==> config.mk <==
export PLATFORM = sky130hd
export DESIGN_NAME = vtp_heap_store
export DESIGN_NICKNAME = d
export VERILOG_FILES = /design/src/logic/vtp_pkg.sv /design/src/logic/vtp_heap_store.sv
export VERILOG_INCLUDE_DIRS = /design/src /design/src/logic
export SDC_FILE = /design/constraint.sdc
export NUM_CORES = 1
export LEC_CHECK = 0
export BUFFER_PORTS_ARGS = -buffer_cell sky130_fd_sc_hd__clkbuf_2
export CAP_MARGIN = 30
export CELL_PAD_IN_SITES_DETAIL_PLACEMENT = 1
export CELL_PAD_IN_SITES_GLOBAL_PLACEMENT = 2
export CORE_AREA = 2 2 50 52
export CTS_CLUSTER_DIAMETER = 80
export DETAILED_ROUTE_END_ITERATION = 10
export DIE_AREA = 0 0 52 54
export PLACE_DENSITY = 0.74
export SYNTH_ARGS = -nofsm -noshare
export SYNTH_HDL_FRONTEND = slang
export SYNTH_SLANG_ARGS = --single-unit
==> constraint.sdc <==
create_clock -name clk -period 2.4 [get_ports clk]
set_clock_uncertainty 0.1 [all_clocks]
set_input_delay 0.36 -clock clk [delete_from_list [all_inputs] [get_ports clk]]
set_output_delay 0.36 -clock clk [all_outputs]
set_load 0.005 [all_outputs]
==> src/logic/vtp_macros.svh <==
/*
 * VTP shim widths and depths.
 * Cache-line addressing with 4 KB pages and a 64-entry L1.
 */
`ifndef VTP_MACROS_SVH
`define VTP_MACROS_SVH

// Cache-line address and its split at the 4 KB boundary
`define VTP_CL_ADDR_BITS 42
`define VTP_OFFSET_BITS 6
`define VTP_VA_PAGE_BITS 36
`define VTP_PA_PAGE_BITS 30

// Request metadata carried unchanged
`define VTP_META_BITS 16

// Outstanding requests and heap depth
`define VTP_MAX_REQS 16

// Direct-mapped L1 TLB depth
`define VTP_L1_ENTRIES 64

`endif

==> src/logic/vtp_pkg.sv <==
/*
 * VTP shim shared types.
 * Request, pipeline stage, service and L1 fill records.
 */
`include "vtp_macros.svh"

package vtp_pkg;

    typedef logic [`VTP_VA_PAGE_BITS-1:0] va_page_t;
    typedef logic [`VTP_PA_PAGE_BITS-1:0] pa_page_t;
    typedef logic [`VTP_OFFSET_BITS-1:0] offset_t;
    typedef logic [$clog2(`VTP_MAX_REQS)-1:0] req_tag_t;

    // Memory request as seen on both ends of the shim
    typedef struct packed {
        logic [`VTP_META_BITS-1:0] meta;
        logic [`VTP_CL_ADDR_BITS-1:0] addr;
        logic virt;
    } mem_req_t;

    // Heap record of a request while it is translated
    typedef struct packed {
        logic [`VTP_META_BITS-1:0] meta;
        offset_t offset;
        logic virt;
    } req_ctx_t;

    // Pipeline slot contents
    typedef struct packed {
        logic valid;
        logic virt;
        va_page_t va_page;
        req_tag_t tag;
    } stage_t;

    typedef struct packed {
        va_page_t va_page;
        req_tag_t tag;
    } svc_req_t;

    typedef struct packed {
        pa_page_t pa_page;
        req_tag_t tag;
    } svc_rsp_t;

    // Execute hands result one record per slot
    typedef struct packed {
        logic valid;
        req_tag_t tag;
        pa_page_t pa_page;
        logic from_svc;
        logic l1_hit;
    } resolved_t;

    typedef struct packed {
        logic valid;
        va_page_t va_page;
        pa_page_t pa_page;
    } l1_fill_t;

endpackage

==> src/logic/vtp_heap_store.sv <==
/*
 * Tag-indexed request heap.
 * Holds one payload per outstanding request until it retires.
 */
`timescale 1ns/1ns
`include "vtp_macros.svh"

module vtp_heap_store #(
    parameter type entry_t = logic
) (
    input logic clk,
    input logic wen,
    input vtp_pkg::req_tag_t wtag,
    input entry_t wdata,
    input vtp_pkg::req_tag_t rtag,
    output entry_t rdata
);
    import vtp_pkg::*;

    // One slot per tag
    entry_t mem [`VTP_MAX_REQS];

    // Written when decode allocates the tag
    always_ff @(posedge clk)
    begin
        if (wen)
        begin
            mem[wtag] <= wdata;
        end
    end

    // Result reads in the same cycle it sees the tag
    assign rdata = mem[rtag];

endmodule

==> impl_metrics.ini <==
[synthesis]
synth_top_cell_area_share_pct = 66.21
avgSynthCellArea_um2 = 15.78
syn_inst = 46
ys_seq_elements = 16
syn_area_um2 = 725.7
synth_nets = 57
synth.distinct_cells = 10
synth_area_leader_cell = edfxtp_1
yosysWarnings = 0
synth_area_leaders = edfxtp_1, mux4_1, nor2_1
seq_area_frac_synth_pct = 66.21

[placement]
dp_cells = 87
portBuffers = 11
gp_congestion = 0.6806
hpwl_um = 939.5
pre_cts_slack_ns = 0.4982

[clock_network]
post-cts-setup-buffers = 0
cts_tree = built
clk_path_buf_depth = 2
cts.sinks = 16
clk_pin_slew_ns = 0.09
cts.repair.resized = 0
htree_levels = 1
cts_root_buffer = clkbuf_4
holdBufCountCts = 0
numCtsBuffers = 3

[floorplanning]
fp.dieW_um = 52
dieArea_um2 = 2808
num_io_pins = 12
coreArea_um2 = 2320
rows = 18
start_util_pct = 31.28
fp.dieH_um = 54

[sta]
tns_ns = 0
tightestPinTransition_ns = 0.2722
setup_viol = 0
max_freq_ghz = 0.5065
fin_crit_ns = 1.974
fin_ws_ns = 0.4256
slew_violations = 0
rsz0062_at_grt = no
min_period_over_period_pct = 82.27
hold_viol = 0
max_slew_margin_pct = 81.85
holdWs_ns = 0.3856

[route]
num_vias = 421
routed_wl_um = 1201
drcViolationCount = 0
routedWlPerCell_um = 13.20
dr.pass1.iters = 2
ant_nets = 0
via_per_inst = 4.626
first_iter_violations = 6

[setup_path]
startpoint = mem[13]$_DFFE_PP_
critPathTopFamily = multiplexers
critPathLaunchType = flip-flop
required_ns = 1.94
end_kind = output port
crit_path_frequent_cell = mux2i_1
cp_slowest_cell = mux4_1
arrival_ns = 1.51
cp_cell_sequence = mux4_1 > mux2i_1 > mux2i_1 > clkbuf_2
crit_type = flip-flop to output port
critical_path.max_stage_delay_ns = 0.50
cp_max_fo = 1
critical_path_buf_inv_count = 1

[global_route]
grt_pass1_wl_um = 1973
overflow = 0
antenna_found_initial = 0
grt_max_degree = 17
grt_usage_pct = 9.649
grt_pass1_vias = 438

[power]
power_density_nw_per_um2 = 588.2
p_leak_nw = 0.2975
ir_drop_mv = 0.2495

[min_path]
hold_path.class = input pin to flip-flop
min_to = mem[0]$_DFFE_PP_
hold_start = wtag[0]
whs_path_depth = 2

[cells_and_area]
syn_to_final_growth_pct = 16.38
multi_input_area_um2 = 245.2
final_cells = 91
largest-register = mem
drive_gt1_share_pct = 24.59
layout_common_cells = edfxtp_1, nor2_1, clkbuf_2
regArea_um2 = 480.5
largest_reg_flops = 16
final_common_cell = edfxtp_1
fillers = 258
diodes = 0
fin_nets = 73
reg.largest.list = mem x16

[run]
maxCapViolCount = 0

[run_status]
status = complete, no violations
-- metrics by stage --
step	cell area [µm²]	power, W	util [%]
floorplan	725.7	0.0003408	-
global placement	818.3	0.0003636	35.28
detailed placement	818.3	0.0003649	35.28
CTS	844.6	0.0004990	36.41
global route	844.6	0.0005186	36.41
finish	844.6	0.0004968	36.41
-- layer usage --
layer | GRT usage, % | up-vias | wire length [µm]
li1 | - | 212 | -
met1 | 12.48 | 200 | 544
met2 | 17.30 | 9 | 630
met3 | 0 | 0 | 26
met4 | 3.947 | 0 | 0
met5 | 0 | - | 0
-- synthesized netlist by cell type, drive strengths merged --
| cell type | count |
|---|---|
| or3b | 1 |
| nand2b | 2 |
| nand3 | 1 |
| mux2i | 3 |
| nor3 | 4 |
| nand3b | 2 |
| edfxtp | 16 |
| mux4 | 4 |
| nor2 | 12 |
| nand2 | 1 |
-- final cells by class --
cell class	instances	area share, %
tap	30	4.444
multi-input combinational	30	29.04
clock inverter	1	0.4444
clock buffer	3	2.667
sequential	16	56.89
timing repair buffer	11	6.519
-- power breakdown --
part           leakage, nW  switching (W)  internal (W)
sequential           0.145     0.00000117      0.000313
combinational        0.138      0.0000233     0.0000202
clock               0.0154      0.0000793     0.0000601
-- how the worst max path moves through the flow --
stage	end	slack [ns]	cells after the start
2_1_floorplan	rdata	0.84	3
3_3_place_gp	rdata	0.54	5
3_5_place_dp	rdata	0.50	5
4_1_cts	rdata	0.39	4
5_1_grt	rdata	0.33	4
6_report	rdata	0.43	4
-- cell families after synthesis --
| kind of cell | count (synthesis) | synth area share (%) |
|---|---|---|
| AND/OR/NAND/NOR | 23 | 15.17 |
| multiplexers | 7 | 18.62 |
| flip-flops | 16 | 66.21 |
No activity file was read; power rests on OpenSTA's default activity.
