### config.mk
export PLATFORM = sky130hd
export DESIGN_NAME = vtp_decode
export DESIGN_NICKNAME = d
export VERILOG_FILES = /design/src/logic/vtp_pkg.sv /design/src/logic/vtp_decode.sv
export VERILOG_INCLUDE_DIRS = /design/src /design/src/logic
export SDC_FILE = /design/constraint.sdc
export NUM_CORES = 1
export LEC_CHECK = 0
export ABC_AREA = 0
export CAP_MARGIN = 5
export CORE_UTILIZATION = 40
export CTS_CLUSTER_SIZE = 14
export DETAILED_ROUTE_END_ITERATION = 12
export DONT_BUFFER_PORTS = 1
export PLACE_DENSITY = 0.67
export SYNTH_ARGS = -nofsm -noshare
export SYNTH_HDL_FRONTEND = slang
export SYNTH_SLANG_ARGS = --single-unit
### constraint.sdc
create_clock -name clk -period 1.4 [get_ports clk]
set_input_delay 0.14 -clock clk [delete_from_list [all_inputs] [get_ports clk]]
set_output_delay 0.14 -clock clk [all_outputs]
set_load 0.05 [all_outputs]
### src/logic/vtp_macros.svh
/*
 * VTP shim widths and depths.
 * Cache-line addressing with 4 KB pages and a 64-entry L1.
 */
`ifndef VTP_MACROS_SVH
`define VTP_MACROS_SVH

// Cache-line address and its split at the 4 KB boundary
`define VTP_CL_ADDR_BITS 42
`define VTP_OFFSET_BITS 6
`define VTP_VA_PAGE_BITS 36
`define VTP_PA_PAGE_BITS 30

// Request metadata carried unchanged
`define VTP_META_BITS 16

// Outstanding requests and heap depth
`define VTP_MAX_REQS 16

// Direct-mapped L1 TLB depth
`define VTP_L1_ENTRIES 64

`endif

### src/logic/vtp_pkg.sv
/*
 * VTP shim shared types.
 * Request, pipeline stage, service and L1 fill records.
 */
`include "vtp_macros.svh"

package vtp_pkg;

    typedef logic [`VTP_VA_PAGE_BITS-1:0] va_page_t;
    typedef logic [`VTP_PA_PAGE_BITS-1:0] pa_page_t;
    typedef logic [`VTP_OFFSET_BITS-1:0] offset_t;
    typedef logic [$clog2(`VTP_MAX_REQS)-1:0] req_tag_t;

    // Memory request as seen on both ends of the shim
    typedef struct packed {
        logic [`VTP_META_BITS-1:0] meta;
        logic [`VTP_CL_ADDR_BITS-1:0] addr;
        logic virt;
    } mem_req_t;

    // Heap record of a request while it is translated
    typedef struct packed {
        logic [`VTP_META_BITS-1:0] meta;
        offset_t offset;
        logic virt;
    } req_ctx_t;

    // Pipeline slot contents
    typedef struct packed {
        logic valid;
        logic virt;
        va_page_t va_page;
        req_tag_t tag;
    } stage_t;

    typedef struct packed {
        va_page_t va_page;
        req_tag_t tag;
    } svc_req_t;

    typedef struct packed {
        pa_page_t pa_page;
        req_tag_t tag;
    } svc_rsp_t;

    // Execute hands result one record per slot
    typedef struct packed {
        logic valid;
        req_tag_t tag;
        pa_page_t pa_page;
        logic from_svc;
        logic l1_hit;
    } resolved_t;

    typedef struct packed {
        logic valid;
        va_page_t va_page;
        pa_page_t pa_page;
    } l1_fill_t;

endpackage

### src/logic/vtp_decode.sv
/*
 * VTP decode stage.
 * Accepts requests, allocates heap tags and computes flow control.
 */
`timescale 1ns/1ns
`include "vtp_macros.svh"

module vtp_decode (
    input logic clk,
    input logic reset,
    input logic req_valid,
    input vtp_pkg::mem_req_t req,
    output logic not_full,
    input logic l1_ready,
    input logic rsp_pending,
    input logic out_almost_full,
    input logic free_en,
    input vtp_pkg::req_tag_t free_tag,
    output vtp_pkg::stage_t stage,
    output logic ctx_wen,
    output vtp_pkg::req_ctx_t ctx_wdata,
    output vtp_pkg::va_page_t page_wdata,
    output vtp_pkg::req_tag_t wtag
);
    import vtp_pkg::*;

    // One bit per heap slot, set when free
    logic [`VTP_MAX_REQS-1:0] free_map;
    req_tag_t alloc_tag;
    logic accept;

    // Lowest free tag wins
    always_comb
    begin
        alloc_tag = '0;
        for (int i = `VTP_MAX_REQS - 1; i >= 0; i--)
        begin
            if (free_map[i])
            begin
                alloc_tag = req_tag_t'(i);
            end
        end
    end

    // Pending service answers hold off new work so bubbles appear
    assign not_full = (|free_map) && l1_ready && !rsp_pending && !out_almost_full;
    assign accept = req_valid && not_full;

    // ==================================================
    // Heap write at acceptance
    // ==================================================
    assign ctx_wen = accept;
    assign wtag = alloc_tag;
    assign page_wdata = req.addr[`VTP_CL_ADDR_BITS-1:`VTP_OFFSET_BITS];
    assign ctx_wdata.meta = req.meta;
    assign ctx_wdata.offset = req.addr[`VTP_OFFSET_BITS-1:0];
    assign ctx_wdata.virt = req.virt;

    always_ff @(posedge clk)
    begin
        if (reset)
        begin
            free_map <= '1;
        end
        else
        begin
            // Retiring tag and new tag never collide
            if (free_en)
            begin
                free_map[free_tag] <= 1'b1;
            end
            if (accept)
            begin
                free_map[alloc_tag] <= 1'b0;
            end
        end
    end

    // Stage record for execute
    always_ff @(posedge clk)
    begin
        stage.valid <= accept;
        stage.virt <= req.virt;
        stage.va_page <= page_wdata;
        stage.tag <= alloc_tag;
        if (reset)
        begin
            stage.valid <= 1'b0;
        end
    end

endmodule

==> metrics <==
total of max-cap violations=0; max-slew violation count=0; DRT Pass-1 Iters=4; Arr. time, crit path=roughly 1.8 ns; Mapped Nets=between 200 and 300; sequential area share after synthesis=0.524; Reg clk slew, reported paths=about 0.070 ns; Post-synth EDFFs=0; combinational group share of total power=0.044; cell taking the most area after synthesis=dfxtp_1; Seq pwr share=0.576; Site Rows=26; worst flop-to-flop path startpoint=free_map[3]; fmax=512 MHz; #FFs+latches synth=58; initial antenna violation count=0; Die Width=approximately 76 um; via count=around 1600; Slew headroom=0.569; adder-cell share of the synthesized area=0; sw power=roughly 0.90 mW; Synth top area share=0.524; Hold WS=between 0.015 and 0.02 ns; final instance area=2910 um2; Post-Route WL=between 5000 and 6000 um; Root Buffer=clkbuf_8; Crit Path Category=register to output pin; worst-margin pin slew=~0.64 ns; worst hold path class=primary input to register; unrepaired setup endpoints after global routing=true; failing checks=negative setup slack; FILL cells=between 400 and 500; post-synth cell types=36; Final Core Density=0.559; Min-Delay Path Depth=2; top post-synthesis cells by area=dfxtp_1, buf_4, a211oi_1; Hold Startpoint=free_tag[1]; Worst-Skew Late Latency=about 0.34 ns; die footprint=5840 um2; DP HPWL=3440 um; commonest non-fill, non-tap cell in the layout=dfxtp_1; area of the multi-input gates=around 730 um2; Setup WS post-layout=-0.552 ns; pwr dens=~1200 nW/um2; ratio of cells with drive above 1 in the final layout=0.355; most frequent cells in the layout=dfxtp_1, dlygate4sd3_1, buf_4, a21oi_1, a211oi_1; H-Tree Depth=3; Final Critical Period=~2.0 ns; Area after DPL=roughly 2200 um2; Worst Skew=a little over 0.009 ns; CP bufs+invs=2; Top delay family on crit path=simple AND/OR/NAND/NOR gates; ANT nets after route=0; Int Power=2.47 mW; Worst Setup End Kind=output pin; clock share of power=0.380; die height=between 70 and 80 um; setup tns final=-6.09 ns; Final Setup Violations=23; Starting Density=0.426; flop2flop setup slack=-0.33 ns; Final Total Pwr=3.37 mW; Main synth FF type=dfxtp_1; Num CTS Buffers=9; mapped cell area=about 2200 um2; CP max stage delay=roughly 0.55 ns; clock sink count=58; first-pass GRT wire length=7900 um; Final Non-Filler Cells=~320; Wirelength per Cell=around 16 um; Post-Syn Instances=~220; ANT cells=0; Synth Area in Compound Gates=0.137; vias in the first global route=approximately 1600; Final Hold Fails=0; pre-CTS setup slack=-0.280 ns; Startpoint Class=register; XOR/XNOR Fraction of Synth Area=0; status=complete, but fails checks; fraction of registers with async set/reset=0; floorplan core area=~5200 um2; nets=about 310; Pleak=between 1 and 1.5 nW; critical path fanouts, max=4; WP data required=around 1.3 ns; vias per cell=5.12; IR drop worst, VDD=0.000919 V; worst path cell trace=or4_4 > nor4b_4 > buf_4 > nor3_4 > buf_12; GR Overflow Total=0; FF/Latch Area=1170 um2; slowest library cell on the worst path=or4_4; # DRC=0; Area Growth Syn to Fin=31.3%; worst r2r path cells=6; post-synthesis simple-gate area fraction=0.124; hold endpoint=free_map[15]; Placed Cells=254; Switching Fraction=0.268; I/O pin cnt=177; PortBufs=0; main combinational cell family by area after synthesis=buffers and inverters; Clock Path Buffers=2; gr usage total=0.183; largest net degree at the start of global routing=17; period utilization=1.39; CTS tree=yes; worst r2r dst=free_map[4]; Synth warnings=0; gpl congestion=approximately 0.91; Syn Area/Cell=about 10 um2; Initial DRC Count=52; multiplexer area fraction after synthesis=0
==> logic make-up after synthesis <==
logic type	after synthesis
buffers and inverters	68
DFF	58
and+or+nand+nor	45
AOI/OAI and AO/OA	45
==> power by group through the flow <==
stage | clock network (mW) | registers [mW] | logic (mW)
detailed placement | 0 | 1.98 | 0.0514
floorplan | 0 | 1.97 | 0.497
CTS | 1.33 | 1.94 | 0.148
global route | 1.42 | 1.94 | 0.159
global placement | 0 | 1.98 | 0.0505
finish | 1.28 | 1.94 | 0.148
==> cell type report <==
type                            count  share of cell area
Clock buffer                       11              0.0486
Clock inverter                      3             0.00602
Inverter                            7              0.0103
Multi-Input combinational cell     90               0.251
Sequential cell                    58               0.402
Tap cell                           70              0.0301
Timing Repair Buffer               76               0.252
==> repair_timing <==
| action | in CTS | in global routing |
|---|---|---|
| endpoints found under the hold margin | 53 | 0 |
| endpoints found under the setup margin | 25 | 24 |
| hold buffers | 40 | 0 |
| resized for setup | 20 | 10 |
| pin swaps | 10 | 8 |
| setup buffers | 4 | 3 |
==> synth_stat cells (3+ instances only) <==
cell type  number
a311oi_1        4
nor2_1         16
nor2b_1         3
buf_4          59
nand2_1         5
nor3_1          3
inv_1           7
a21oi_1        16
a211oi_1       12
dfxtp_1        58
==> state kept, by name, indices dropped and copies added (netlist names) <==
register and flops:
stage 42, free_map 16
==> layer usage <==
| layer | routed length, um | part of all wire | track usage | vias to the layer above |
|---|---|---|---|---|
| li1 | - | - | - | 746 |
| met1 | 1920 | 0.38 | 0.191 | 766 |
| met2 | 2590 | 0.51 | 0.299 | 78 |
| met3 | 401 | 0.079 | 0.0587 | 23 |
| met4 | 192 | 0.038 | 0.154 | 0 |
| met5 | 0 | 0 | 0 | - |
==> worst max-delay path by stage <==
stage	startpoint	to	slack (ns)	cells after the start
after floorplan	free_map[7]	free_map[13]	-0.29	5
after global placement	free_map[11]	wtag[0]	-0.27	6
after detailed placement	free_map[11]	wtag[0]	-0.28	6
after CTS	free_map[14]	wtag[3]	-0.57	5
after global routing	free_map[14]	not_full	-0.61	4
final	free_map[14]	wtag[3]	-0.55	5
(Power assumes the default switching activity.)
