$ cat src/logic/vtp_macros.svh
/*
 * VTP shim widths and depths.
 * Cache-line addressing with 4 KB pages and a 64-entry L1.
 */
`ifndef VTP_MACROS_SVH
`define VTP_MACROS_SVH

// Cache-line address and its split at the 4 KB boundary
`define VTP_CL_ADDR_BITS 42
`define VTP_OFFSET_BITS 6
`define VTP_VA_PAGE_BITS 36
`define VTP_PA_PAGE_BITS 30

// Request metadata carried unchanged
`define VTP_META_BITS 16

// Outstanding requests and heap depth
`define VTP_MAX_REQS 16

// Direct-mapped L1 TLB depth
`define VTP_L1_ENTRIES 64

`endif

$ cat src/logic/vtp_pkg.sv
/*
 * VTP shim shared types.
 * Request, pipeline stage, service and L1 fill records.
 */
`include "vtp_macros.svh"

package vtp_pkg;

    typedef logic [`VTP_VA_PAGE_BITS-1:0] va_page_t;
    typedef logic [`VTP_PA_PAGE_BITS-1:0] pa_page_t;
    typedef logic [`VTP_OFFSET_BITS-1:0] offset_t;
    typedef logic [$clog2(`VTP_MAX_REQS)-1:0] req_tag_t;

    // Memory request as seen on both ends of the shim
    typedef struct packed {
        logic [`VTP_META_BITS-1:0] meta;
        logic [`VTP_CL_ADDR_BITS-1:0] addr;
        logic virt;
    } mem_req_t;

    // Heap record of a request while it is translated
    typedef struct packed {
        logic [`VTP_META_BITS-1:0] meta;
        offset_t offset;
        logic virt;
    } req_ctx_t;

    // Pipeline slot contents
    typedef struct packed {
        logic valid;
        logic virt;
        va_page_t va_page;
        req_tag_t tag;
    } stage_t;

    typedef struct packed {
        va_page_t va_page;
        req_tag_t tag;
    } svc_req_t;

    typedef struct packed {
        pa_page_t pa_page;
        req_tag_t tag;
    } svc_rsp_t;

    // Execute hands result one record per slot
    typedef struct packed {
        logic valid;
        req_tag_t tag;
        pa_page_t pa_page;
        logic from_svc;
        logic l1_hit;
    } resolved_t;

    typedef struct packed {
        logic valid;
        va_page_t va_page;
        pa_page_t pa_page;
    } l1_fill_t;

endpackage

$ cat src/logic/vtp_l1_tlb.sv
/*
 * Direct-mapped L1 TLB.
 * Two-cycle lookup, single write port shared by reset walk,
 * invalidation and fill, in that priority.
 */
`timescale 1ns/1ns
`include "vtp_macros.svh"

module vtp_l1_tlb (
    input logic clk,
    input logic reset,
    output logic ready,
    input vtp_pkg::va_page_t lookup_page,
    output logic hit,
    output vtp_pkg::pa_page_t hit_pa,
    input vtp_pkg::l1_fill_t fill,
    input logic inval_valid,
    input logic [`VTP_VA_PAGE_BITS-1:0] inval_page
);
    import vtp_pkg::*;

    localparam int IDX_BITS = $clog2(`VTP_L1_ENTRIES);
    localparam int TAG_BITS = `VTP_VA_PAGE_BITS - IDX_BITS;

    typedef logic [IDX_BITS-1:0] l1_idx_t;

    typedef struct packed {
        logic valid;
        logic [TAG_BITS-1:0] tag;
        pa_page_t pa;
    } l1_entry_t;

    l1_entry_t tlb_mem [`VTP_L1_ENTRIES];

    // Lookup pipeline
    va_page_t page_q1;
    va_page_t page_q2;
    l1_entry_t entry_q;

    // Reset walk
    logic walk_busy;
    l1_idx_t walk_idx;

    // Write port
    logic wen;
    l1_idx_t waddr;
    l1_entry_t wdata;

    // ==================================================
    // Write port arbitration
    // ==================================================
    always_comb
    begin
        wen = fill.valid;
        waddr = fill.va_page[IDX_BITS-1:0];
        wdata.valid = 1'b1;
        wdata.tag = fill.va_page[`VTP_VA_PAGE_BITS-1:IDX_BITS];
        wdata.pa = fill.pa_page;

        if (walk_busy)
        begin
            wen = 1'b1;
            waddr = walk_idx;
            wdata.valid = 1'b0;
        end
        else if (inval_valid)
        begin
            // Host invalidation beats a fill
            wen = 1'b1;
            waddr = inval_page[IDX_BITS-1:0];
            wdata.valid = 1'b0;
        end
    end

    always_ff @(posedge clk)
    begin
        if (wen)
        begin
            tlb_mem[waddr] <= wdata;
        end
    end

    // ==================================================
    // Lookup takes the address at one edge and the entry at the next
    // ==================================================
    always_ff @(posedge clk)
    begin
        page_q1 <= lookup_page;
        page_q2 <= page_q1;
        entry_q <= tlb_mem[page_q1[IDX_BITS-1:0]];
    end

    assign hit = entry_q.valid && (entry_q.tag == page_q2[`VTP_VA_PAGE_BITS-1:IDX_BITS]);
    assign hit_pa = entry_q.pa;

    // Walk every entry invalid after reset
    always_ff @(posedge clk)
    begin
        if (reset)
        begin
            walk_busy <= 1'b1;
            walk_idx <= '0;
        end
        else if (walk_busy)
        begin
            walk_idx <= walk_idx + 1'b1;
            if (walk_idx == l1_idx_t'(`VTP_L1_ENTRIES - 1))
            begin
                walk_busy <= 1'b0;
            end
        end
    end

    assign ready = !walk_busy;

endmodule

$ cat config.mk
export PLATFORM = sky130hd
export DESIGN_NAME = vtp_l1_tlb
export DESIGN_NICKNAME = d
export VERILOG_FILES = /design/src/logic/vtp_pkg.sv /design/src/logic/vtp_l1_tlb.sv
export VERILOG_INCLUDE_DIRS = /design/src /design/src/logic
export SDC_FILE = /design/constraint.sdc
export NUM_CORES = 2
export LEC_CHECK = 0
export BUFFER_PORTS_ARGS = -buffer_cell sky130_fd_sc_hd__buf_2
export CAP_MARGIN = 20
export CORE_AREA = 2 2 568 627
export DETAILED_ROUTE_END_ITERATION = 6
export DIE_AREA = 0 0 570 629
export PLACE_DENSITY_LB_ADDON = 0.25
export RECOVER_POWER = 25
export SYNTH_ARGS = -nofsm -noshare
export SYNTH_HDL_FRONTEND = slang
export SYNTH_SLANG_ARGS = --single-unit
$ cat constraint.sdc
create_clock -name clk -period 5.95 [get_ports clk]
set_input_delay 0.2975 -clock clk [delete_from_list [all_inputs] [get_ports clk]]
set_output_delay 0.2975 -clock clk [all_outputs]
set_load 0.01 [all_outputs]
==> qor.csv <==
metric;value;unit
run status;finished with violations;
violated checks;capacitance limit, slew limit;
Port-buffer cells;143;
Final Power;60030;uW
met1 global-route usage;32.47;%
number of cells upsized or downsized after cts;0;
layout cells sized above 1;27.76;%
Synth Area per Inst;23.03;um2
Nets;7271;
Multi-input gate area;0.02939;mm2
drt drc;0;
Data required, critical path;5.65;ns
Tcrit/Tclk final;75.51;%
die height;629;um
met3 usage;4.046;%
Yosys warnings;0;
number of setup buffers added after CTS;0;
GRT Resource Usage Total;22.97;%
Final Hold Fails;0;
# IOs;174;
simple-gate portion of the synthesized area;1.286;%
mux contribution to synthesized area;14.80;%
Leakage;0.05401;uW
TNS Setup;0;ns
number of flops mapped to enable cells by yosys;3904;
TritonCTS clock tree;yes;
Post-Synth XOR/XNOR Area;0.1974;%
Worst setup EP type;output port;
Max Slew Vio Count;2133;
Mapped Cells;6549;
GP Congestion;0.7991;
largest net degree at the start of global routing;87;
clock slew at reported path FFs;0.06;ns
Post-synth top flop;edfxtp_1;
1st-pass router iterations;6;
# clock sinks;4038;
routed vias;74050;
commonest non-fill, non-tap cell in the layout;edfxtp_1;
Yosys top cell by area;edfxtp_1;
CORE AREA;0.3521;mm2
final worst path period need;4.493;ns
fin cells;12100;
area of the mapped netlist;0.1509;mm2
initial antenna violation count;24;
met2 Use GR;36.68;%
grt total ovfl;0;
syn nets;6692;
slew margin rel.;-121.6;%
most frequent cells in the layout;edfxtp_1, mux4_2, clkbuf_16;
final setup skew;0.06367;ns
Inserted Clock Buffers;410;
flops & latches, synth;4038;
Worst EP arrival;4.20;ns
largest family of logic cells by synthesized area;multiplexers;
Max Clock Freq;222.6;MHz
Initial Utilization;42.84;%
max cap viols;34;
drt first-iter violations;9819;
maximum VDD drop;266.1;uV
Max Root-Sink Buffers;4;
dpl cells;11190;
Area Growth Syn to Fin;15.10;%
DR WL/cell;34.59;um
GRT busiest layer;met2;
startpoint types;register;
utilization after layout;49.31;%
drt total wl;418400;um
crit path kind;register to output port;
Synth Area in Compound Gates;2.784;%
root buffer cell;clkbuf_16;
largest cells by area after synthesis;edfxtp_1, mux4_2, dfxtp_1;
Die Width;570;um
Worst Path Max Fanout;1;
Final setup viols;0;
Final HPWL DP;234000;um
type of the worst min-delay path;input pin to register;
Worst-Skew Late Latency;0.97;ns
register area share after synthesis;79.49;%
synth unique cells;48;
first-pass GRT wire length;577200;um
Worst Tran Pin Value;3.324;ns
# H-tree levels;5;
vias in the first global route;74030;
Avg Vias per Cell;6.121;
share of synthesized flip-flops with an asynchronous set or reset;0;%
PwrDens;345.7;mW/mm2
RSZ-0062 raised after global routing;no;
Die ar.;0.3585;mm2
Fillers;27810;
Adder-Cell Fraction of Synth Area;0.008294;%
# rows;229;
ANT nets after route;0;
Yosys top cell area share;77.71;%
Reg area;0.1199;mm2
-- critical path: stages, from the launching register on --
cell and delay, ns:
dfxtp_1 0.35, xnor2_1 0.42, nand4_1 0.53, or4_1 0.88
nor4_1 0.55, buf_2 0.27, buf_4 0.12, buf_2 0.11
-- timing repair --
item | 4_1_cts | 5_1_grt
endpoints found under the setup margin | 0 | 0
hold buffers | 76 | 36
hold endpoints to repair | 206 | 1914
-- Yosys cell counts (2+ instances only) --
| master | number |
|---|---|
| a211oi_1 | 32 |
| a21oi_1 | 59 |
| a221oi_1 | 12 |
| a22oi_1 | 33 |
| a31oi_1 | 19 |
| and2_1 | 2 |
| and3_1 | 15 |
| buf_1 | 13 |
| buf_2 | 138 |
| buf_4 | 107 |
| buf_6 | 16 |
| clkbuf_1 | 112 |
| dfxtp_1 | 134 |
| edfxtp_1 | 3904 |
| inv_1 | 3 |
| mux2_2 | 76 |
| mux2i_1 | 48 |
| mux4_2 | 932 |
| nand2_1 | 143 |
| nand2b_1 | 21 |
| nand3_1 | 15 |
| nand3b_1 | 2 |
| nand4_1 | 9 |
| nor2_1 | 119 |
| nor2b_1 | 19 |
| nor3_1 | 19 |
| nor4_1 | 46 |
| o21a_1 | 3 |
| o21ai_0 | 18 |
| o221ai_1 | 99 |
| o22a_1 | 42 |
| o22ai_1 | 280 |
| o32ai_1 | 6 |
| or2_2 | 5 |
| or3_1 | 3 |
| xnor2_1 | 27 |
| xor2_1 | 7 |
-- path summary, 6_finish.rpt --
check	endpoint	startpoint	cells past startpoint	slack, ns
hold / removal	page_q1[0]$_DFF_P_	lookup_page[0]	2	0.08
hold reg to reg	page_q2[16]$_DFF_P_	page_q1[16]$_DFF_P_	0	0.33
setup / recovery	hit	page_q2[31]$_DFF_P_	7	1.46
setup reg to reg	tlb_mem[37][35]$_DFFE_PP_	walk_busy$_SDFF_PP1_	6	1.96
-- per-layer routing --
metal | vias to the layer above | wire (um)
met4 | 8 | 12690
li1 | 29240 | -
met3 | 595 | 36020
met5 | - | 55
met1 | 40540 | 168700
met2 | 3667 | 201000
-- report_power, final --
part	switching, uW	internal [uW]
logic	1790	1040
registers	180	31400
clock network	10800	14800
-- state kept, by name, summed over array words and instances (netlist names) --
signal and cells:
entry_q 31, hit_pa 30, page_q1 36, page_q2 30
tlb_mem 3904, walk_busy 1, walk_idx 6
-- cells by family after synthesis --
group / after synthesis
compound gates: 608
xor+xnor: 34
flops: 4038
mux: 1056
fa+ha+maj: 1
simple gates: 421
buf+inv: 391
-- per-stage QoR --
stage	hold slack (ns)	area (um2)	setup WS, ns
5_1_grt	0.04688	173600	1.470
4_1_cts	0.006041	172800	1.468
3_5_place_dp	0.3121	158800	1.908
3_3_place_gp	0.3117	158700	1.815
6_report	0.07677	173600	1.457
2_1_floorplan	0.3096	150900	1.404
-- cell type report --
| cell class | count | share of cell area [%] |
|---|---|---|
| diodes | 6 | 0.008647 |
| clock buffers | 550 | 6.517 |
| clock inverters | 205 | 1.151 |
| inverters | 4 | 0.01009 |
| multi-input cells | 2120 | 16.93 |
| flip-flops and latches | 4038 | 69.07 |
| well taps | 4620 | 3.329 |
| repair buffers | 554 | 2.985 |
No activity file was read; power rests on OpenSTA's default activity.
