<file path="src/logic/vtp_macros.svh">
/*
 * VTP shim widths and depths.
 * Cache-line addressing with 4 KB pages and a 64-entry L1.
 */
`ifndef VTP_MACROS_SVH
`define VTP_MACROS_SVH

// Cache-line address and its split at the 4 KB boundary
`define VTP_CL_ADDR_BITS 42
`define VTP_OFFSET_BITS 6
`define VTP_VA_PAGE_BITS 36
`define VTP_PA_PAGE_BITS 30

// Request metadata carried unchanged
`define VTP_META_BITS 16

// Outstanding requests and heap depth
`define VTP_MAX_REQS 16

// Direct-mapped L1 TLB depth
`define VTP_L1_ENTRIES 64

`endif

</file>
<file path="src/logic/vtp_pkg.sv">
/*
 * VTP shim shared types.
 * Request, pipeline stage, service and L1 fill records.
 */
`include "vtp_macros.svh"

package vtp_pkg;

    typedef logic [`VTP_VA_PAGE_BITS-1:0] va_page_t;
    typedef logic [`VTP_PA_PAGE_BITS-1:0] pa_page_t;
    typedef logic [`VTP_OFFSET_BITS-1:0] offset_t;
    typedef logic [$clog2(`VTP_MAX_REQS)-1:0] req_tag_t;

    // Memory request as seen on both ends of the shim
    typedef struct packed {
        logic [`VTP_META_BITS-1:0] meta;
        logic [`VTP_CL_ADDR_BITS-1:0] addr;
        logic virt;
    } mem_req_t;

    // Heap record of a request while it is translated
    typedef struct packed {
        logic [`VTP_META_BITS-1:0] meta;
        offset_t offset;
        logic virt;
    } req_ctx_t;

    // Pipeline slot contents
    typedef struct packed {
        logic valid;
        logic virt;
        va_page_t va_page;
        req_tag_t tag;
    } stage_t;

    typedef struct packed {
        va_page_t va_page;
        req_tag_t tag;
    } svc_req_t;

    typedef struct packed {
        pa_page_t pa_page;
        req_tag_t tag;
    } svc_rsp_t;

    // Execute hands result one record per slot
    typedef struct packed {
        logic valid;
        req_tag_t tag;
        pa_page_t pa_page;
        logic from_svc;
        logic l1_hit;
    } resolved_t;

    typedef struct packed {
        logic valid;
        va_page_t va_page;
        pa_page_t pa_page;
    } l1_fill_t;

endpackage

</file>
<file path="src/logic/vtp_result.sv">
/*
 * VTP result stage.
 * Rebuilds the outgoing request from the heap, retires its tag
 * and refills the L1 with service translations.
 */
`timescale 1ns/1ns
`include "vtp_macros.svh"

module vtp_result (
    input logic clk,
    input logic reset,
    input vtp_pkg::resolved_t resolved,
    output vtp_pkg::req_tag_t rtag,
    input vtp_pkg::req_ctx_t ctx,
    input vtp_pkg::va_page_t va_page,
    output logic out_valid,
    output vtp_pkg::mem_req_t out_req,
    output logic free_en,
    output vtp_pkg::req_tag_t free_tag,
    output vtp_pkg::l1_fill_t fill
);
    import vtp_pkg::*;

    va_page_t out_page;
    logic fill_pend;
    va_page_t fill_va;
    pa_page_t fill_pa;

    assign rtag = resolved.tag;

    // Translated page is zero-extended, physical page kept as stored
    assign out_page = ctx.virt ? va_page_t'(resolved.pa_page) : va_page;

    // ==================================================
    // Outgoing request and tag release
    // ==================================================
    always_ff @(posedge clk)
    begin
        out_valid <= resolved.valid;
        out_req.meta <= ctx.meta;
        out_req.addr <= {out_page, ctx.offset};
        out_req.virt <= 1'b0;
        free_en <= resolved.valid;
        free_tag <= resolved.tag;
        if (reset)
        begin
            out_valid <= 1'b0;
            free_en <= 1'b0;
        end
    end

    // L1 fill trails the output by one edge
    always_ff @(posedge clk)
    begin
        fill_pend <= resolved.valid && resolved.from_svc;
        fill_va <= va_page;
        fill_pa <= resolved.pa_page;
        fill.valid <= fill_pend;
        fill.va_page <= fill_va;
        fill.pa_page <= fill_pa;
        if (reset)
        begin
            fill_pend <= 1'b0;
            fill.valid <= 1'b0;
        end
    end

endmodule

</file>
<file path="config.mk">
export PLATFORM = sky130hd
export DESIGN_NAME = vtp_result
export DESIGN_NICKNAME = d
export VERILOG_FILES = /design/src/logic/vtp_pkg.sv /design/src/logic/vtp_result.sv
export VERILOG_INCLUDE_DIRS = /design/src /design/src/logic
export SDC_FILE = /design/constraint.sdc
export NUM_CORES = 1
export LEC_CHECK = 0
export CELL_PAD_IN_SITES_DETAIL_PLACEMENT = 1
export CELL_PAD_IN_SITES_GLOBAL_PLACEMENT = 2
export CORE_MARGIN = 8
export CORE_UTILIZATION = 40
export CTS_CLUSTER_SIZE = 10
export DETAILED_ROUTE_END_ITERATION = 7
export DONT_BUFFER_PORTS = 1
export GPL_ROUTABILITY_DRIVEN = 1
export MAX_ROUTING_LAYER = met4
export PLACE_DENSITY = 0.8
export REMOVE_ABC_BUFFERS = 1
export SETUP_SLACK_MARGIN = 0.3
export SLEW_MARGIN = 30
export SYNTH_ARGS = -nofsm -noshare
export SYNTH_HDL_FRONTEND = slang
export SYNTH_SLANG_ARGS = --single-unit
</file>
<file path="constraint.sdc">
create_clock -name clk -period 2 [get_ports clk]
set_input_delay 0.2 -clock clk [delete_from_list [all_inputs] [get_ports clk]]
set_output_delay 0.2 -clock clk [all_outputs]
set_load 0.03 [all_outputs]
</file>
==> results of run 1 <==
-- sequential cells by signal (all words and copies together), names as in the netlist --
name,count
fill,67
fill_pa,30
fill_pend,1
fill_va,36
free_en,1
free_tag,4
out_req,58
-- worst paths after layout --
kind                              from  slack, ps                      to  depth (start not counted)
setup reg to reg  fill_pend$_SDFF_PP0_       1490     fill[66]$_SDFF_PP0_                          1
hold reg to reg    fill_va[26]$_DFF_P_        330        fill[56]$_DFF_P_                          0
hold / removal                  ctx[0]        140  out_req[37]$_SDFF_PP0_                          2
setup / recovery    free_en$_SDFF_PP0_        700                 free_en                          0
-- stage by stage --
step | instance area, sq um | hold slack, ps | worst slack [ps] | power (uW) | utilization
floorplan | 4434 | 227.7 | 1149 | 4686 | -
global placement | 4613 | 227.8 | 1131 | 4731 | 0.4093
detailed placement | 4613 | 227.8 | 1131 | 4742 | 0.4093
CTS | 6172 | 119.7 | 673.6 | 8200 | 0.5476
global route | 6172 | 142.3 | 666.1 | 8424 | 0.5476
finish | 6172 | 138.1 | 703.2 | 8138 | 0.5476
-- metal layers --
| layer | wire length, um | up-vias | share of wire |
|---|---|---|---|
| met2 | 5659 | 160 | 0.53 |
| li1 | - | 993 | - |
| met1 | 3541 | 994 | 0.33 |
| met3 | 1361 | 16 | 0.13 |
| met4 | 176 | 0 | 0.016 |
| met5 | 0 | - | 0 |
-- final cells by class --
| cell class | count | area, sq um | share of cell area |
|---|---|---|---|
| clock inverters | 11 | 127.6 | 0.02068 |
| multi-input cells | 40 | 490.5 | 0.07946 |
| flip-flops and latches | 197 | 3944 | 0.6390 |
| well taps | 143 | 178.9 | 0.02899 |
| repair buffers | 96 | 978.4 | 0.1585 |
| clock buffers | 19 | 452.9 | 0.07338 |
-- cell families after synthesis --
kind of cell | after synthesis | share of synthesized area
simple gates | 9 | 0.01295
flops | 197 | 0.8683
mux | 30 | 0.09421
buf+inv | 10 | 0.02369
other cells | 1 | 0.0008257
-- power breakdown --
group	internal (uW)	switching [uW]	leakage [uW]
sequential	4150	412	0.00166
clock	1900	1390	0.000278
combinational	199	83.7	0.000658
total	6250	1880	0.00260
-- placed cells by master (no fill, tap or decap), drive strengths merged --
master,netlist,layout
dfxtp,197,197
dlygate4sd3,0,95
mux2,30,30
clkbuf,0,19
nor2b,8,8
clkinv,0,4
clkinvlp,0,3
bufinv,0,2
inv,0,2
and3b,1,1
conb,1,1
buf,10,1
==> metrics.csv, run 1 <==
metric,value,unit
diodes,0,
io_pins,234,
h-tree-depth,4,
cp_max_fo,2,
worst_setup_path_start_kind,register,
peakVddDrop,711.1,uV
max_slew_margin,0.6179,
finalClockSkew,3.469,ps
drc,0,
syn_area_per_cell,18.39,sq um
clkSlewWorstSetupHoldPaths,70,ps
vias_per_cell,4.275,
drv_slew,0,
dr.pass1.iters,4,
grt_pass1_wl,14.77,mm
crit_arrival,1100,ps
netlist_instances,247,
postCtsHoldBufs,96,
globalRouteOverflowTotal,0,
status,"finished, final reports clean",
antenna_found_initial,0,
synthTopCellsByCount,"dfxtp_1 (197), mux2_4 (24), nor2b_1 (8)",
fp.dieArea,15020,sq um
synth-seq-area-share,0.8683,
grt_util_all_layers,0.1432,
drt_iter0_markers,135,
setup_tns,0,ps
met1_usage,0.1217,
synth_area,4542,sq um
drive_above_1_share,0.1680,
cts_tree,done,
leakagePower,0.002597,uW
tightest_slew,572.4,ps
dpl.cell_count,380,
cts_sinks,197,
cts-root-buf,clkbuf_16,
fp.coreArea,11270,sq um
synth_top_area_frac,0.8683,
drv_cap,0,
max_freq,771.2,MHz
die_h,122.6,um
hp-class,input port to register,
area_growth,35.90,%
row_count,39,
grtUsageMet3,0.07222,
setup_viol,0,
dp_hpwl,6.743,mm
post_cts_resized,0,
drt-total-wl,10.74,mm
ys_top_cells_by_area,"dfxtp_1 (87%), mux2_4 (7.9%), mux2_2 (1.5%), nor2b_1 (1.1%), buf_4 (0.99%)",
finalHoldViolations,0,
power_density,1319,nW/um^2
fin_crit_sh,0.6484,
yosysTopAreaCell,dfxtp_1,
synth_flop_cell,dfxtp_1,
cts_buffer_depth,2,
start_util,0.4029,
top_usage_layer,met2,
ant_nets,0,
async_flop_share,0,
min_period,1297,ps
ys_seq_elements,197,
yosysMostFrequentCell,dfxtp_1,
ys_warn_count,0,
clk-insertion-delay-late,410,ps
grt_start_max_net_pins,37,
critPathCaptureType,output pin,
use_met2,0.2552,
cts_setup_buffers,0,
wl_per_cell,21.22,um
via_count,2163,
portBuffers,0,
fp.dieW,122.6,um
instances_no_fill,506,
worstSetupPathType,register to output pin,
fillCellCount,993,
synth-edff-count,0,
cts_buffers,17,
gp_congestion,0.6636,
grt_pass1_vias,2457,
synth.distinct_cells,9,
critPathRequiredTime,1800,ps
rsz0062_at_grt,no,
nNetsFinal,450,
No activity file was read; power rests on OpenSTA's default activity.
==> run 2, diff against run 1 <==
Settings changed: CORE_UTILIZATION 40 to 38, PLACE_DENSITY 0.8 to 0.77.
Clock period 2 ns to 1.31 ns, I/O delays scaled along.
==> run 2 against run 1 <==
The flow now finishes with violations (hold timing). Non-clock buffer count is 1 higher. Sequential power is 54% higher. Final cell count is 1.6% higher. Register-to-register slack worse by 700 ps. Sequential share of layout area is 0.76 points higher. Critical path type unchanged.
==> metrics.csv, run 2 (same netlist as run 1, synthesis figures left out) <==
metric,value,unit
critPathRequiredTime,1180,ps
area_growth,40.61,%
worst-path-buf-inv,1,
finalHoldViolations,36,
grt_pass1_vias,2541,
postCtsHoldBufs,96,
largest_register,fill,
fp.dieArea,15710,sq um
cp_top_family,flip-flops,
r2r_cells,1,
dpl.cell_count,385,
dp_hpwl,6.910,mm
rsz0062_at_grt,yes,
fin_crit_sh,0.7828,
violations,hold timing,
h-tree-depth,4,
critPathCaptureType,output pin,
worstSetupPathType,register to output pin,
drv_cap,0,
hold_ws,-210.4,ps
wl_per_cell,22.16,um
vias_per_cell,4.268,
crit_slowest_cell,dfxtp_2,
fp.dieW,125.3,um
drive_above_1_share,0.5219,
endpoint,free_en,
drc,0,
cp_max_fo,2,
setup_viol,0,
fp.coreArea,11860,sq um
nNetsFinal,451,
grt_start_max_net_pins,37,
gp_congestion,0.6643,
cts_setup_buffers,0,
crit_arrival,890,ps
rr_endpoint,fill[66]$_SDFF_PP0_,
ant_nets,0,
path_cells,buf_12,
setup_tns,0,ps
worst_setup_path_start_kind,register,
max_freq,975.2,MHz
layout_commonest_cell,dfxtp_2,
clkSlewWorstSetupHoldPaths,70,ps
cts_sinks,197,
grt_pass1_wl,16.73,mm
status,"complete, but fails checks",
antenna_found_initial,1,
cp-startpoint,free_en$_SDFF_PP0_,
row_count,40,
portBuffers,0,
drt-total-wl,11.39,mm
clk-insertion-delay-late,410,ps
io_pins,234,
cts_buffers,17,
rr_startpoint,fill_pend$_SDFF_PP0_,
hp-class,input port to register,
cts_buffer_depth,2,
dr.pass1.iters,4,
globalRouteOverflowTotal,0,
start_util,0.3829,
mostFrequentLayoutCells,"dfxtp_2 (121), dlygate4sd3_1 (95), dfxtp_1 (67)",
cts-root-buf,clkbuf_16,
cts_tree,done,
instances_no_fill,514,
largest_registers,"fill (67), out_req (58), fill_va (36)",
largest_reg_flops,67,
die_h,125.3,um
min_period,1025,ps
via_count,2194,
finalClockSkew,4.707,ps
grt_util_all_layers,0.1497,
power_density,1965,nW/um^2
r2r_slack,790,ps
leakagePower,0.002619,uW
slowest_delay,340,ps
path_depth,1,
peakVddDrop,898.5,uV
drv_slew,0,
drt_iter0_markers,75,
[run 2: what timing repair did]
| item | CTS | global route |
|---|---|---|
| gates resized for setup | 132 | 11 |
| endpoints found under the setup margin | 131 | 12 |
| hold endpoints to repair | 131 | 36 |
[run 2: how the worst min path moves through the flow]
stage                           start                     end  slack [ps]  cells after the start
after floorplan           resolved[2]      fill_pa[0]$_DFF_P_         160                      0
after global placement        ctx[20]     out_req[56]$_DFF_P_         160                      0
after detailed placement      ctx[20]     out_req[56]$_DFF_P_         160                      0
after CTS                      ctx[0]  out_req[37]$_SDFF_PP0_        -230                      1
after global routing           ctx[0]  out_req[41]$_SDFF_PP0_        -240                      1
final                          ctx[0]  out_req[41]$_SDFF_PP0_        -210                      1
[run 2: layout make-up]
type / count / area [sq um]
Antenna cell: 1 / 2.502
Clock buffer: 22 / 474.2
Timing Repair Buffer: 97 / 983.4
Multi-Input combinational cell: 40 / 490.5
Tap cell: 147 / 183.9
Clock inverter: 10 / 122.6
Sequential cell: 197 / 4129
Fill cell: 1033 / 5475
[run 2: through the flow]
step | instance area (sq um) | utilization | power (uW) | setup slack [ps]
final | 6386 | 0.5384 | 12550 | 284.6
after floorplan | 4434 | - | 7154 | 527.6
after detailed placement | 4626 | 0.3900 | 7242 | 659.2
after CTS | 6354 | 0.5357 | 12610 | 260.6
after global placement | 4626 | 0.3900 | 7225 | 667.5
after global routing | 6386 | 0.5384 | 13010 | 240.2
[run 2: where the power goes]
| group | leakage [uW] | switching (uW) | internal, uW |
|---|---|---|---|
| sequential | 0.00167 | 630 | 6390 |
| clock | 0.000283 | 2130 | 2980 |
| combinational | 0.000668 | 112 | 305 |
[run 2: per-layer routing]
layer | wire [um] | track usage | vias up
met1 | 4193 | 0.1427 | 1033
met3 | 1046 | 0.07012 | 11
met4 | 126 | 0.05587 | 0
met2 | 6024 | 0.2598 | 158
met5 | 0 | - | -
li1 | - | - | 992
